**config.mk**
```make
export PLATFORM = sky130hd
export DESIGN_NAME = prf_release
export DESIGN_NICKNAME = d
export VERILOG_FILES = /design/src/prf_alloc_pkg.sv /design/src/prf_release.sv
export VERILOG_INCLUDE_DIRS = /design/src /design/src/src
export SDC_FILE = /design/constraint.sdc
export NUM_CORES = 1
export LEC_CHECK = 0
export BUFFER_PORTS_ARGS = -buffer_cell sky130_fd_sc_hd__buf_4
export CORE_UTILIZATION = 44
export DETAILED_ROUTE_END_ITERATION = 8
export GPL_TIMING_DRIVEN = 0
export PLACE_DENSITY_LB_ADDON = 0.08
export SLEW_MARGIN = 10
export SYNTH_ARGS = -nofsm -noshare
export SYNTH_HDL_FRONTEND = slang
export SYNTH_SLANG_ARGS = --single-unit
export TNS_END_PERCENT = 30
```
**constraint.sdc**
```tcl
create_clock -name vclk -period 3.9
set_clock_uncertainty 0.15 [all_clocks]
set_input_delay 0.78 -clock vclk [all_inputs]
set_output_delay 0.78 -clock vclk [all_outputs]
set_load 0.01 [all_outputs]
```
**src/prf_config.svh**
```systemverilog
`ifndef PRF_CONFIG_SVH
`define PRF_CONFIG_SVH

// number of physical registers held by the file
`define PRF_SIZE 64

// width of one register value as carried on the result buses
`define PRF_DATA_W 64

// rename grants, result buses, retire frees and retire reads each come in this many
`define PRF_PORTS 2

`endif

```
**src/prf_alloc_pkg.sv**
```systemverilog
`include "prf_config.svh"

package prf_alloc_pkg;

	////////////////////////////////////////////////////
	// bookkeeping types for the free list

	// index of one physical register, also used as the tag on the result buses
	typedef logic [$clog2(`PRF_SIZE)-1:0] entry_idx_t;

	// one bit per physical register
	// carries the free list, the grants and the release masks
	typedef logic [`PRF_SIZE-1:0] entry_mask_t;

endpackage

```
**src/prf_release.sv**
```systemverilog
`timescale 1ns/1ps

`include "prf_config.svh"

// collects retirement frees and the mispredict list into one release mask
module prf_release
(
	input  logic                       free1_valid,
	input  prf_alloc_pkg::entry_idx_t  free1_idx,
	input  logic                       free2_valid,
	input  prf_alloc_pkg::entry_idx_t  free2_idx,
	input  logic                       mispredict_free_valid,
	input  prf_alloc_pkg::entry_mask_t mispredict_free_list,
	output prf_alloc_pkg::entry_mask_t free_mask
);

	logic                      free_valid [`PRF_PORTS];   // retire frees gathered per port
	prf_alloc_pkg::entry_idx_t free_idx   [`PRF_PORTS];

	assign free_valid = '{free1_valid, free2_valid};
	assign free_idx   = '{free1_idx, free2_idx};

	always_comb
	begin
		free_mask = '0;
		// each valid retire free releases the entry it names
		for (int p = 0; p < `PRF_PORTS; p++)
		begin
			if (free_valid[p])
				free_mask[free_idx[p]] = 1'b1;
		end
		// a mispredict hands over the whole list and the retire frees are dropped
		if (mispredict_free_valid)
			free_mask = mispredict_free_list;
	end

endmodule

```
### Yosys cells after proc, flatten, opt, wreduce, memory -nomap -nowiden

Index checks and enable logic that the tools add are counted.

| operators by class | value |
|---|---|
| bitwise operators | 1 |
| reduce and logical (&&, ||, !) cells | 2 |
| muxes and demuxes | 7 |
| $lt $le $gt $ge | 4 |

Operators with widths:

| operator | count |
|---|---|
| 64-bit 2-to-1 mux | 3 |
| 64-bit OR | 1 |
| 6-bit by 7-bit less-than comparator with 1-bit output (second input constant) | 2 |
| 1-bit demux with 6-bit select | 2 |
| 6-bit by 1-bit greater-or-equal comparator with 1-bit output (second input constant) | 2 |
| 1-bit logical AND | 2 |
| 1-bit 2-to-1 mux | 2 |

| word-level totals | value |
|---|---|
| register bits after elaboration | 0 |
| logic and storage cells | 14 |

### Longest topological paths before layout

Gate-level depths: netlist (run 1).

| depth | value |
|---|---|
| depth after elaboration | 8 |
| mapped depth | 5 |
| mapped depth without buffers | 3 |

### Least setup slack after synthesis (run 1)

No wires, ideal clock.

| timing path | value |
|---|---|
| kind | input -> output |
| start point | input port free2_idx[3] |
| end point | output port free_mask[24] |
| stages | 5 |
| arrival | 1678 ps |
| setup slack | 1292 ps |
| data required time | 2970 ps |
| path through | buf_2 and4bb_1 buf_6 a222oi_1 inv_1 |

| between the ends | value |
|---|---|
| word-level cells in the longest chain between the ends | 7 |
| elaborated cells on any way between the ends | 8 |

RTL lines:

| element | line | text |
|---|---|---|
| start: declaration | prf_release.sv:11 | `input prf_alloc_pkg::entry_idx_t free2_idx,` |
| 6-bit by 7-bit less-than comparator with 1-bit output (not written as such) or 6-bit by 1-bit greater-or-equal comparator with 1-bit output (tied branches) | prf_release.sv:30 | `free_mask[free_idx[p]] = 1'b1;` |
| 1-bit logical AND (not written as such) | prf_release.sv:30 |  |
| 1-bit 2-to-1 mux (not written as such) | prf_release.sv:30 |  |
| 1-bit demux with 6-bit select (*) | prf_release.sv:30 |  |
| 64-bit OR (no source line) (*) | - |  |
| 64-bit 2-to-1 mux (*) | prf_release.sv:29 | `if (free_valid[p])` |
| 64-bit 2-to-1 mux (*) | prf_release.sv:33 | `if (mispredict_free_valid)` |
| end: declaration | prf_release.sv:14 | `output prf_alloc_pkg::entry_mask_t free_mask` |

Every way passes the cells marked *; elsewhere a longest branch is shown, timed or not.

### Final worst setup path (run 1)

| timing path | value |
|---|---|
| start point | input port free2_idx[1] |
| end point | output port free_mask[16] |

Same word-level chain as after synthesis.

==> results by group, run 1 <==
Outcome
  – Status: finished clean

Synthesis
  – Cell taking the most area after synthesis: nand2_1
  – Distinct cell type count after synthesis: 27
  – Post-Syn Area per Cell: 6.95 um2
  – Post-Synthesis Cells: 239
  – Area share of the largest cell type after synthesis: 15.4%
  – Syn_nets: 318
  – Synth top area cells: nand2_1 15%, a222oi_1 14%, a22oi_1 11%, nor4b_4 8.6%, o221ai_1 8.4%
  – Synth Warn #: 0
  – Cell Area, Synth: 1660 um2
  – Register area share after synthesis: 0%

Global routing
  – Vias in the first global route: 2,338
  – Initial antenna violation count: 0
  – GRT Overall Usage: 32.5%
  – Largest net degree at the start of global routing: 11
  – First-pass GRT wire length: 10,900 um
  – GRT overflow: 0

STA
  – Fin crit period: 3.02 ns
  – Fin worst setup slack: 0.883 ns
  – Relative slew slack: 56.5%
  – Final worst path period share: 77.4%
  – Slew @ Worst Pin: 0.651 ns
  – Final hold violation count: 0
  – Final setup violation count: 0
  – RSZ-0062 raised after global routing: no
  – Setup_tns: 0 ns
  – WHS: 1.68 ns
  – Fmax: 0.331 GHz
  – Final Slew Violations: 0

Layout
  – # diodes: 0
  – Final core occ: 79.2%
  – Proportion of layout cells with a drive suffix above 1: 46.8%
  – Synthesis-to-layout area growth: 65.4%
  – Most frequent cells in the layout: 140 x buf_4, 68 x nand2_1, 24 x a22oi_1, 24 x a222oi_1, 24 x inv_1
  – Nets@finish: 457
  – Clock buf count: 0
  – Most common cell after layout, fill and taps aside: buf_4
  – Seq Cell Count: 0
  – Register Area: 0 um2
  – Post-Layout Cell Count: 422

Placed design
  – Post-DP HPWL: 5470 um
  – RePlAce Congestion: 0.910
  – PortBufs: 137
  – Place WS: 0.919 ns
  – Placed cells: 422

CTS
  – Post-CTS setup buffers: 0
  – CTS resizes: 0
  – Hold-fix buffers, CTS: 0

Worst setup path
  – Worst EP arrival: 2.09 ns
  – Max incr delay on CP: 0.57 ns
  – Worst-path maximum fanout: 10
  – Critical path endpoint category: primary output
  – Worst path top cell family by delay: simple AND/OR/NAND/NOR gates
  – CP Buf/Inv Count: 4
  – Critical Path Slowest Stage Cell: nor4b_2
  – Most used cell, CP: buf_4
  – Critical path startpoint category: input port
  – Worst-path cell chain: buf_4, buf_2, nor4b_2, a222oi_1, inv_1, buf_4
  – Worst endpoint required time: 2.97 ns
  – CP Class: input port to primary output

Job
  – Max Cap Viol: 0

Routing
  – Antenna-violating nets left: 0
  – DRT iter0 DRCs: 399
  – DRC: 0
  – Drt via density: 6.07
  – Wirelength per Cell: 16.0 um
  – Detailed-route via count: 2,561
  – WL final: 6760 um
  – Pre-antenna DRT Iters: 7

Floorplanning
  – Die Wd: 63.4 um
  – Vert. Die Dim: 63.4 um
  – Rows: 21
  – Die ar.: 4020 um2
  – Core area: 3470 um2
  – Initial Util: 47.9%
  – Ports: 143

Power
  – Worst VDD drop: 0.0684 mV
  – Leak Pwr: 1.48 nW
  – Pwr/cell area: 98.6 nW/um2

Min path
  – HP Class: input port to primary output
-- cell type report --
type                            count  area, um2
Tap cell                           46       57.6
Buffer                             32        195
Timing Repair Buffer              137       1030
Fill cell                         280        722
Multi-Input combinational cell    183       1380
Inverter                           24       90.1
-- synth_stat cells, drive strengths merged, types with 2 or more instances --
cell     n
nand2   68
nand4    3
nand3    7
clkbuf   8
and4b    6
nor4     2
and4bb  10
nand2b   2
a222oi  24
buf     24
inv     24
o221ai  16
nor2b    5
nor2     2
nor4b    8
and4     2
a22oi   24
-- report_power, final --
part | leakage [nW] | switching [W] | total (W) | internal, W
clock network | 0 | 0 | 0 | 0
registers | 0 | 0 | 0 | 0
logic | 1.48 | 0.000128 | 0.000271 | 0.000143
total | 1.48 | 0.000128 | 0.000271 | 0.000143
-- metal layers --
layer / vias to the layer above / GRT usage (%) / share of wire [%]
met5: - / 0 / 0
met4: 0 / 8.24 / 1.5
met3: 12 / 4.89 / 11
met2: 198 / 57.2 / 48
met1: 1145 / 40.7 / 39
li1: 1206 / - / -
-- final timing paths --
| check | from | to | slack, ns | cells after the start |
|---|---|---|---|---|
| setup / recovery | free2_idx[1] | free_mask[16] | 0.88 | 6 |
| hold / removal | mispredict_free_list[1] | free_mask[1] | 1.68 | 4 |
-- logic make-up after synthesis --
| family | Yosys count | synth area share (%) |
|---|---|---|
| AOI/OAI and AO/OA | 64 | 33.8 |
| and+or+nand+nor | 119 | 49.1 |
| buffers and inverters | 56 | 17.2 |
-- per-stage QoR --
stage | total power, W | instance area, um2
after floorplan | 0.000130 | 1660
after global placement | 0.000264 | 2750
after detailed placement | 0.000268 | 2750
after CTS | 0.000269 | 2750
after global routing | 0.000291 | 2750
final | 0.000271 | 2750
-- tightest hold or removal path, delay by kind of cell --
kind	cells	cell delay, ns
buffers and inverters	2	0.18
AND/OR/NAND/NOR	2	0.09
(Power assumes the default switching activity.)
==> inputs of run 2 (changes only) <==
--- a/config.mk
+++ b/config.mk
@@ -7,7 +7,7 @@
 export NUM_CORES = 1
 export LEC_CHECK = 0
 export BUFFER_PORTS_ARGS = -buffer_cell sky130_fd_sc_hd__buf_4
-export CORE_UTILIZATION = 44
+export CORE_UTILIZATION = 41
 export DETAILED_ROUTE_END_ITERATION = 8
 export GPL_TIMING_DRIVEN = 0
 export PLACE_DENSITY_LB_ADDON = 0.08
==> constraint.sdc (replaced) <==
create_clock -name vclk -period 2.9
set_clock_uncertainty 0.15 [all_clocks]
set_input_delay 0.58 -clock vclk [all_inputs]
set_output_delay 0.58 -clock vclk [all_outputs]
set_load 0.01 [all_outputs]
==> results by group, run 2 (same netlist as run 1, synthesis figures left out) <==
Layout
  – Nets@finish: 457 (unchanged)
  – Area of the multi-input gates: 1380 um2 (unchanged)
  – Register Area: 0 um2 (unchanged)
  – Most frequent cells in the layout: 140 x buf_4, 68 x nand2_1, 24 x a22oi_1, 24 x a222oi_1, 24 x inv_1
  – Final core occ: 72.9% (-6.3 points)
  – Clock buf count: 0 (unchanged)
  – Most common cell after layout, fill and taps aside: buf_4
  – Synthesis-to-layout area growth: 65.6% (about the same)
  – FILL cells: 324 (+16%)
  – Seq Cell Count: 0 (unchanged)
  – # diodes: 0 (unchanged)
  – Proportion of layout cells with a drive suffix above 1: 46.8% (unchanged)
  – Cell area after layout: 2750 um2 (about the same)

Routing
  – Pre-antenna DRT Iters: 8 (+1)
  – Drt via density: 6.06 (-0.20%)
  – DRT iter0 DRCs: 288 (-28%)
  – Wirelength per Cell: 15.9 um (-0.43%)
  – Antenna-violating nets left: 0 (unchanged)
  – Detailed-route via count: 2,568 (+0.27%)
  – WL final: 6760 um (about the same)
  – DRC: 0 (unchanged)

Floorplanning
  – Ports: 143 (unchanged)
  – Core area: 3770 um2 (+8.7%)
  – Vert. Die Dim: 65.6 um (+3.5%)
  – Rows: 22 (+4.8%)
  – Die Wd: 65.6 um (+3.5%)
  – Die ar.: 4310 um2 (+7.1%)
  – Initial Util: 44.0% (-3.8 points)

Worst setup path
  – Critical path endpoint category: primary output
  – Critical Path Slowest Stage Cell: nor4b_2
  – Max incr delay on CP: 0.64 ns (+0.07 ns)
  – CP Class: input port to primary output
  – Critical path startpoint category: input port
  – Worst EP arrival: 1.97 ns (-0.12 ns)
  – Most used cell, CP: buf_4
  – Worst endpoint required time: 2.17 ns (-0.80 ns)
  – Worst-path maximum fanout: 10 (unchanged)
  – Worst-path cell chain: buf_4, buf_2, nor4b_2, a222oi_1, inv_1, buf_4

Placed design
  – PortBufs: 137 (unchanged)
  – RePlAce Congestion: 0.884 (-2.8%)
  – Post-DP HPWL: 5410 um (-1.0%)
  – Placed Area: 2750 um2 (about the same)

STA
  – RSZ-0062 raised after global routing: no
  – Fin crit period: 2.70 ns
  – Setup_tns: 0 ns (unchanged)
  – Fmax: 0.371 GHz
  – Final hold violation count: 0 (unchanged)
  – Final Slew Violations: 0 (unchanged)
  – Slew @ Worst Pin: 0.740 ns (+0.0889 ns)
  – Relative slew slack: 50.5% (-5.9 points)
  – Final setup violation count: 0 (unchanged)
  – Final worst path period share: 92.9%

Power
  – Total power: 0.000364 W (+34%)
  – Worst VDD drop: 0.0777 mV (+14%)
  – Pwr/cell area: 132 nW/um2 (+34%)
  – Leak Pwr: 1.48 nW (unchanged)

Global routing
  – GRT overflow: 0 (unchanged)
  – Vias in the first global route: 2,244 (-4.0%)
  – Initial antenna violation count: 0 (unchanged)
  – Largest net degree at the start of global routing: 11 (unchanged)
  – GRT Overall Usage: 30.5% (-2.1 points)
  – First-pass GRT wire length: 10,600 um (-2.4%)

Min path
  – HP Class: input port to primary output

CTS
  – Post-CTS setup buffers: 0 (unchanged)
  – Hold-fix buffers, CTS: 0 (unchanged)
  – CTS resizes: 0 (unchanged)

Outcome
  – Status: finished clean

Job
  – Max Cap Viol: 0 (unchanged)
-- run 2: cell counts in the layout (fill, tap and decap cells not counted) --
No cell type changed its count.
-- run 2: worst max-delay path: cells and delay by family --
family / cells / cell delay [ns]
simple gates: 1 / 0.64
buf+inv: 4 / 0.52
compound gates: 1 / 0.23
-- run 2: per-layer routing --
layer	global-route usage [%]	wire, um	vias to the layer above
met5	0	0	-
met4	4.35	53	0
met3	2.95	680	8
met2	56.0	3390	165
met1	38.3	2640	1188
li1	-	-	1207
-- run 2: final timing paths --
path                           startpoint             to  slack [ns]  depth (start not counted)
setup / recovery             free2_idx[1]  free_mask[16]        0.20                          6
hold / removal    mispredict_free_list[1]   free_mask[1]        1.28                          4
-- run 2: metrics by stage --
stage	hold slack (ns)	std cells	setup WS, ns
2_1_floorplan	1.13	239	0.692
3_3_place_gp	1.28	424	0.290
3_5_place_dp	1.28	424	0.260
4_1_cts	1.28	424	0.259
5_1_grt	1.30	424	0.157
6_report	1.28	424	0.205
-- run 2: final cells by class --
type                            count  area share (%)
Tap cell                           48            2.18
Timing Repair Buffer              137            37.4
Inverter                           24            3.28
Multi-Input combinational cell    183            50.0
Buffer                             32            7.10
-- run 2: power by group --
group / switching [W] / leakage, nW / internal, W / total [W]
Clock: 0 / 0 / 0 / 0
Sequential: 0 / 0 / 0 / 0
Combinational: 0.000171 / 1.48 / 0.000192 / 0.000364
==> inputs of run 3 (changes only) <==
--- a/config.mk
+++ b/config.mk
@@ -7,6 +7,7 @@
 export NUM_CORES = 1
 export LEC_CHECK = 0
 export BUFFER_PORTS_ARGS = -buffer_cell sky130_fd_sc_hd__buf_4
+export CORE_MARGIN = 5
 export CORE_UTILIZATION = 41
 export DETAILED_ROUTE_END_ITERATION = 8
 export GPL_TIMING_DRIVEN = 0
==> constraint.sdc (replaced) <==
create_clock -name vclk -period 2.9
set_clock_uncertainty 0.15 [all_clocks]
set_input_delay 0.435 -clock vclk [all_inputs]
set_output_delay 0.435 -clock vclk [all_outputs]
set_load 0.01 [all_outputs]
==> results by group, run 3 (same netlist as run 1, synthesis figures left out) <==
Outcome
  – Status: finished clean

Min path
  – Hold Startpoint: mispredict_free_list[43]
  – WHS Path Cells: 4 (unchanged)
  – HP Class: input port to primary output
  – Hold Path Sink: free_mask[43]

Global routing
  – Routing usage on met3: 4.10% (+1.2 points)
  – Largest net degree at the start of global routing: 11 (unchanged)
  – Routing usage on met2: 46.2% (-9.8 points)
  – GRT Overall Usage: 25.4% (-5.1 points)
  – GRT Max-Usage Layer: met2
  – Initial antenna violation count: 0 (unchanged)
  – First-pass GRT wire length: 11,400 um (+7.1%)
  – Vias in the first global route: 2,375 (+5.8%)
  – Routing usage on met1: 32.3% (-6.0 points)
  – GRT overflow: 0 (unchanged)

STA
  – Final setup violation count: 0 (unchanged)
  – Relative slew slack: 53.6% (+3.1 points)
  – Final worst path period share: 80.4% (-13 points)
  – Slew @ Worst Pin: 0.694 ns (-0.0460 ns)
  – RSZ-0062 raised after global routing: no
  – Final Slew Violations: 0 (unchanged)
  – Fmax: 0.429 GHz (+16%)
  – Setup_tns: 0 ns (unchanged)
  – Fin crit period: 2.33 ns (-0.365 ns)
  – Final hold violation count: 0 (unchanged)

Job
  – Max Cap Viol: 0 (unchanged)

Floorplanning
  – Vert. Die Dim: 73.6 um (+12%)
  – Core area: 3970 um2 (+5.3%)
  – Rows: 23 (+4.5%)
  – Die Wd: 73.6 um (+12%)
  – Ports: 143 (unchanged)
  – Initial Util: 41.8% (-2.2 points)
  – Die ar.: 5420 um2 (+26%)

Power
  – Leak Pwr: 1.48 nW (unchanged)
  – Pwr/cell area: 132 nW/um2 (+0.16%)
  – Worst VDD drop: 0.0786 mV (+1.1%)
  – Total power: 0.000364 W (+0.25%)

Worst setup path
  – Worst-path maximum fanout: 10 (unchanged)
  – Worst EP arrival: 1.75 ns (-0.22 ns)
  – CP Class: input port to primary output
  – Worst endpoint required time: 2.32 ns (+0.15 ns)
  – Critical path startpoint category: input port
  – Critical path endpoint category: primary output

Layout
  – # diodes: 0 (unchanged)
  – Nets@finish: 457 (unchanged)
  – Seq Cell Count: 0 (unchanged)
  – Cell area after layout: 2750 um2 (about the same)
  – Proportion of layout cells with a drive suffix above 1: 46.8% (unchanged)
  – Register Area: 0 um2 (unchanged)
  – Most frequent cells in the layout: 140 x buf_4, 68 x nand2_1, 24 x a22oi_1, 24 x a222oi_1, 24 x inv_1
  – Synthesis-to-layout area growth: 65.7% (about the same)
  – Clock buf count: 0 (unchanged)
  – FILL cells: 366 (+13%)
  – Most common cell after layout, fill and taps aside: buf_4

CTS
  – Post-CTS setup buffers: 0 (unchanged)
  – CTS resizes: 0 (unchanged)
  – Hold-fix buffers, CTS: 0 (unchanged)

Routing
  – WL final: 7290 um (+7.8%)
  – DRT iter0 DRCs: 237 (-18%)
  – Wirelength per Cell: 17.1 um (+7.3%)
  – Pre-antenna DRT Iters: 6 (-2)
  – Antenna-violating nets left: 0 (unchanged)
  – Drt via density: 5.85 (-3.3%)
  – Detailed-route via count: 2,494 (-2.9%)
  – DRC: 0 (unchanged)

Placed design
  – Post-DP HPWL: 5920 um (+9.5%)
  – Placed Area: 2750 um2 (about the same)
  – PortBufs: 137 (unchanged)
  – RePlAce Congestion: 0.850 (-3.8%)
-- run 3: cell counts in the layout (fill, tap and decap cells not counted) --
No cell type changed its count.
-- run 3: how the worst max path moves through the flow --
stage                 startpoint            end  depth (start not counted)
global placement    free2_idx[1]  free_mask[32]                          6
finish              free2_idx[1]  free_mask[32]                          6
global route        free2_idx[1]   free_mask[8]                          6
detailed placement  free2_idx[1]  free_mask[32]                          6
CTS                 free2_idx[1]  free_mask[32]                          6
floorplan           free2_idx[3]  free_mask[24]                          5
-- run 3: where the power goes --
| group | switching, W | leakage (nW) | internal (W) |
|---|---|---|---|
| logic | 0.000172 | 1.48 | 0.000192 |
| registers | 0 | 0 | 0 |
| clock network | 0 | 0 | 0 |
-- run 3: worst max-delay path, stage by stage --
cell      delay [ns]
buf_4           0.12
buf_2           0.17
nor4b_2         0.61
a222oi_1        0.20
inv_1           0.10
buf_4           0.12
-- run 3: final cells by class --
cell class	count	area (um2)	area share (%)
Buffer	32	195	7.09
Inverter	24	90.1	3.27
Timing Repair Buffer	137	1030	37.4
Tap cell	50	62.6	2.27
Multi-Input combinational cell	183	1380	50.0
-- run 3: metrics by stage --
step	hold slack, ns	setup slack, ns	utilization (%)	std cells
finish	0.989	0.570	69.3	426
global route	1.01	0.475	69.3	426
CTS	0.991	0.622	69.3	426
detailed placement	0.990	0.622	69.3	426
global placement	0.989	0.630	69.3	426
floorplan	0.839	0.982	-	239
-- run 3: layer usage --
| layer | vias to the layer above | wire [um] |
|---|---|---|
| met5 | - | 0 |
| met4 | 0 | 18 |
| met3 | 2 | 868 |
| met2 | 141 | 3600 |
| met1 | 1150 | 2810 |
| li1 | 1201 | - |
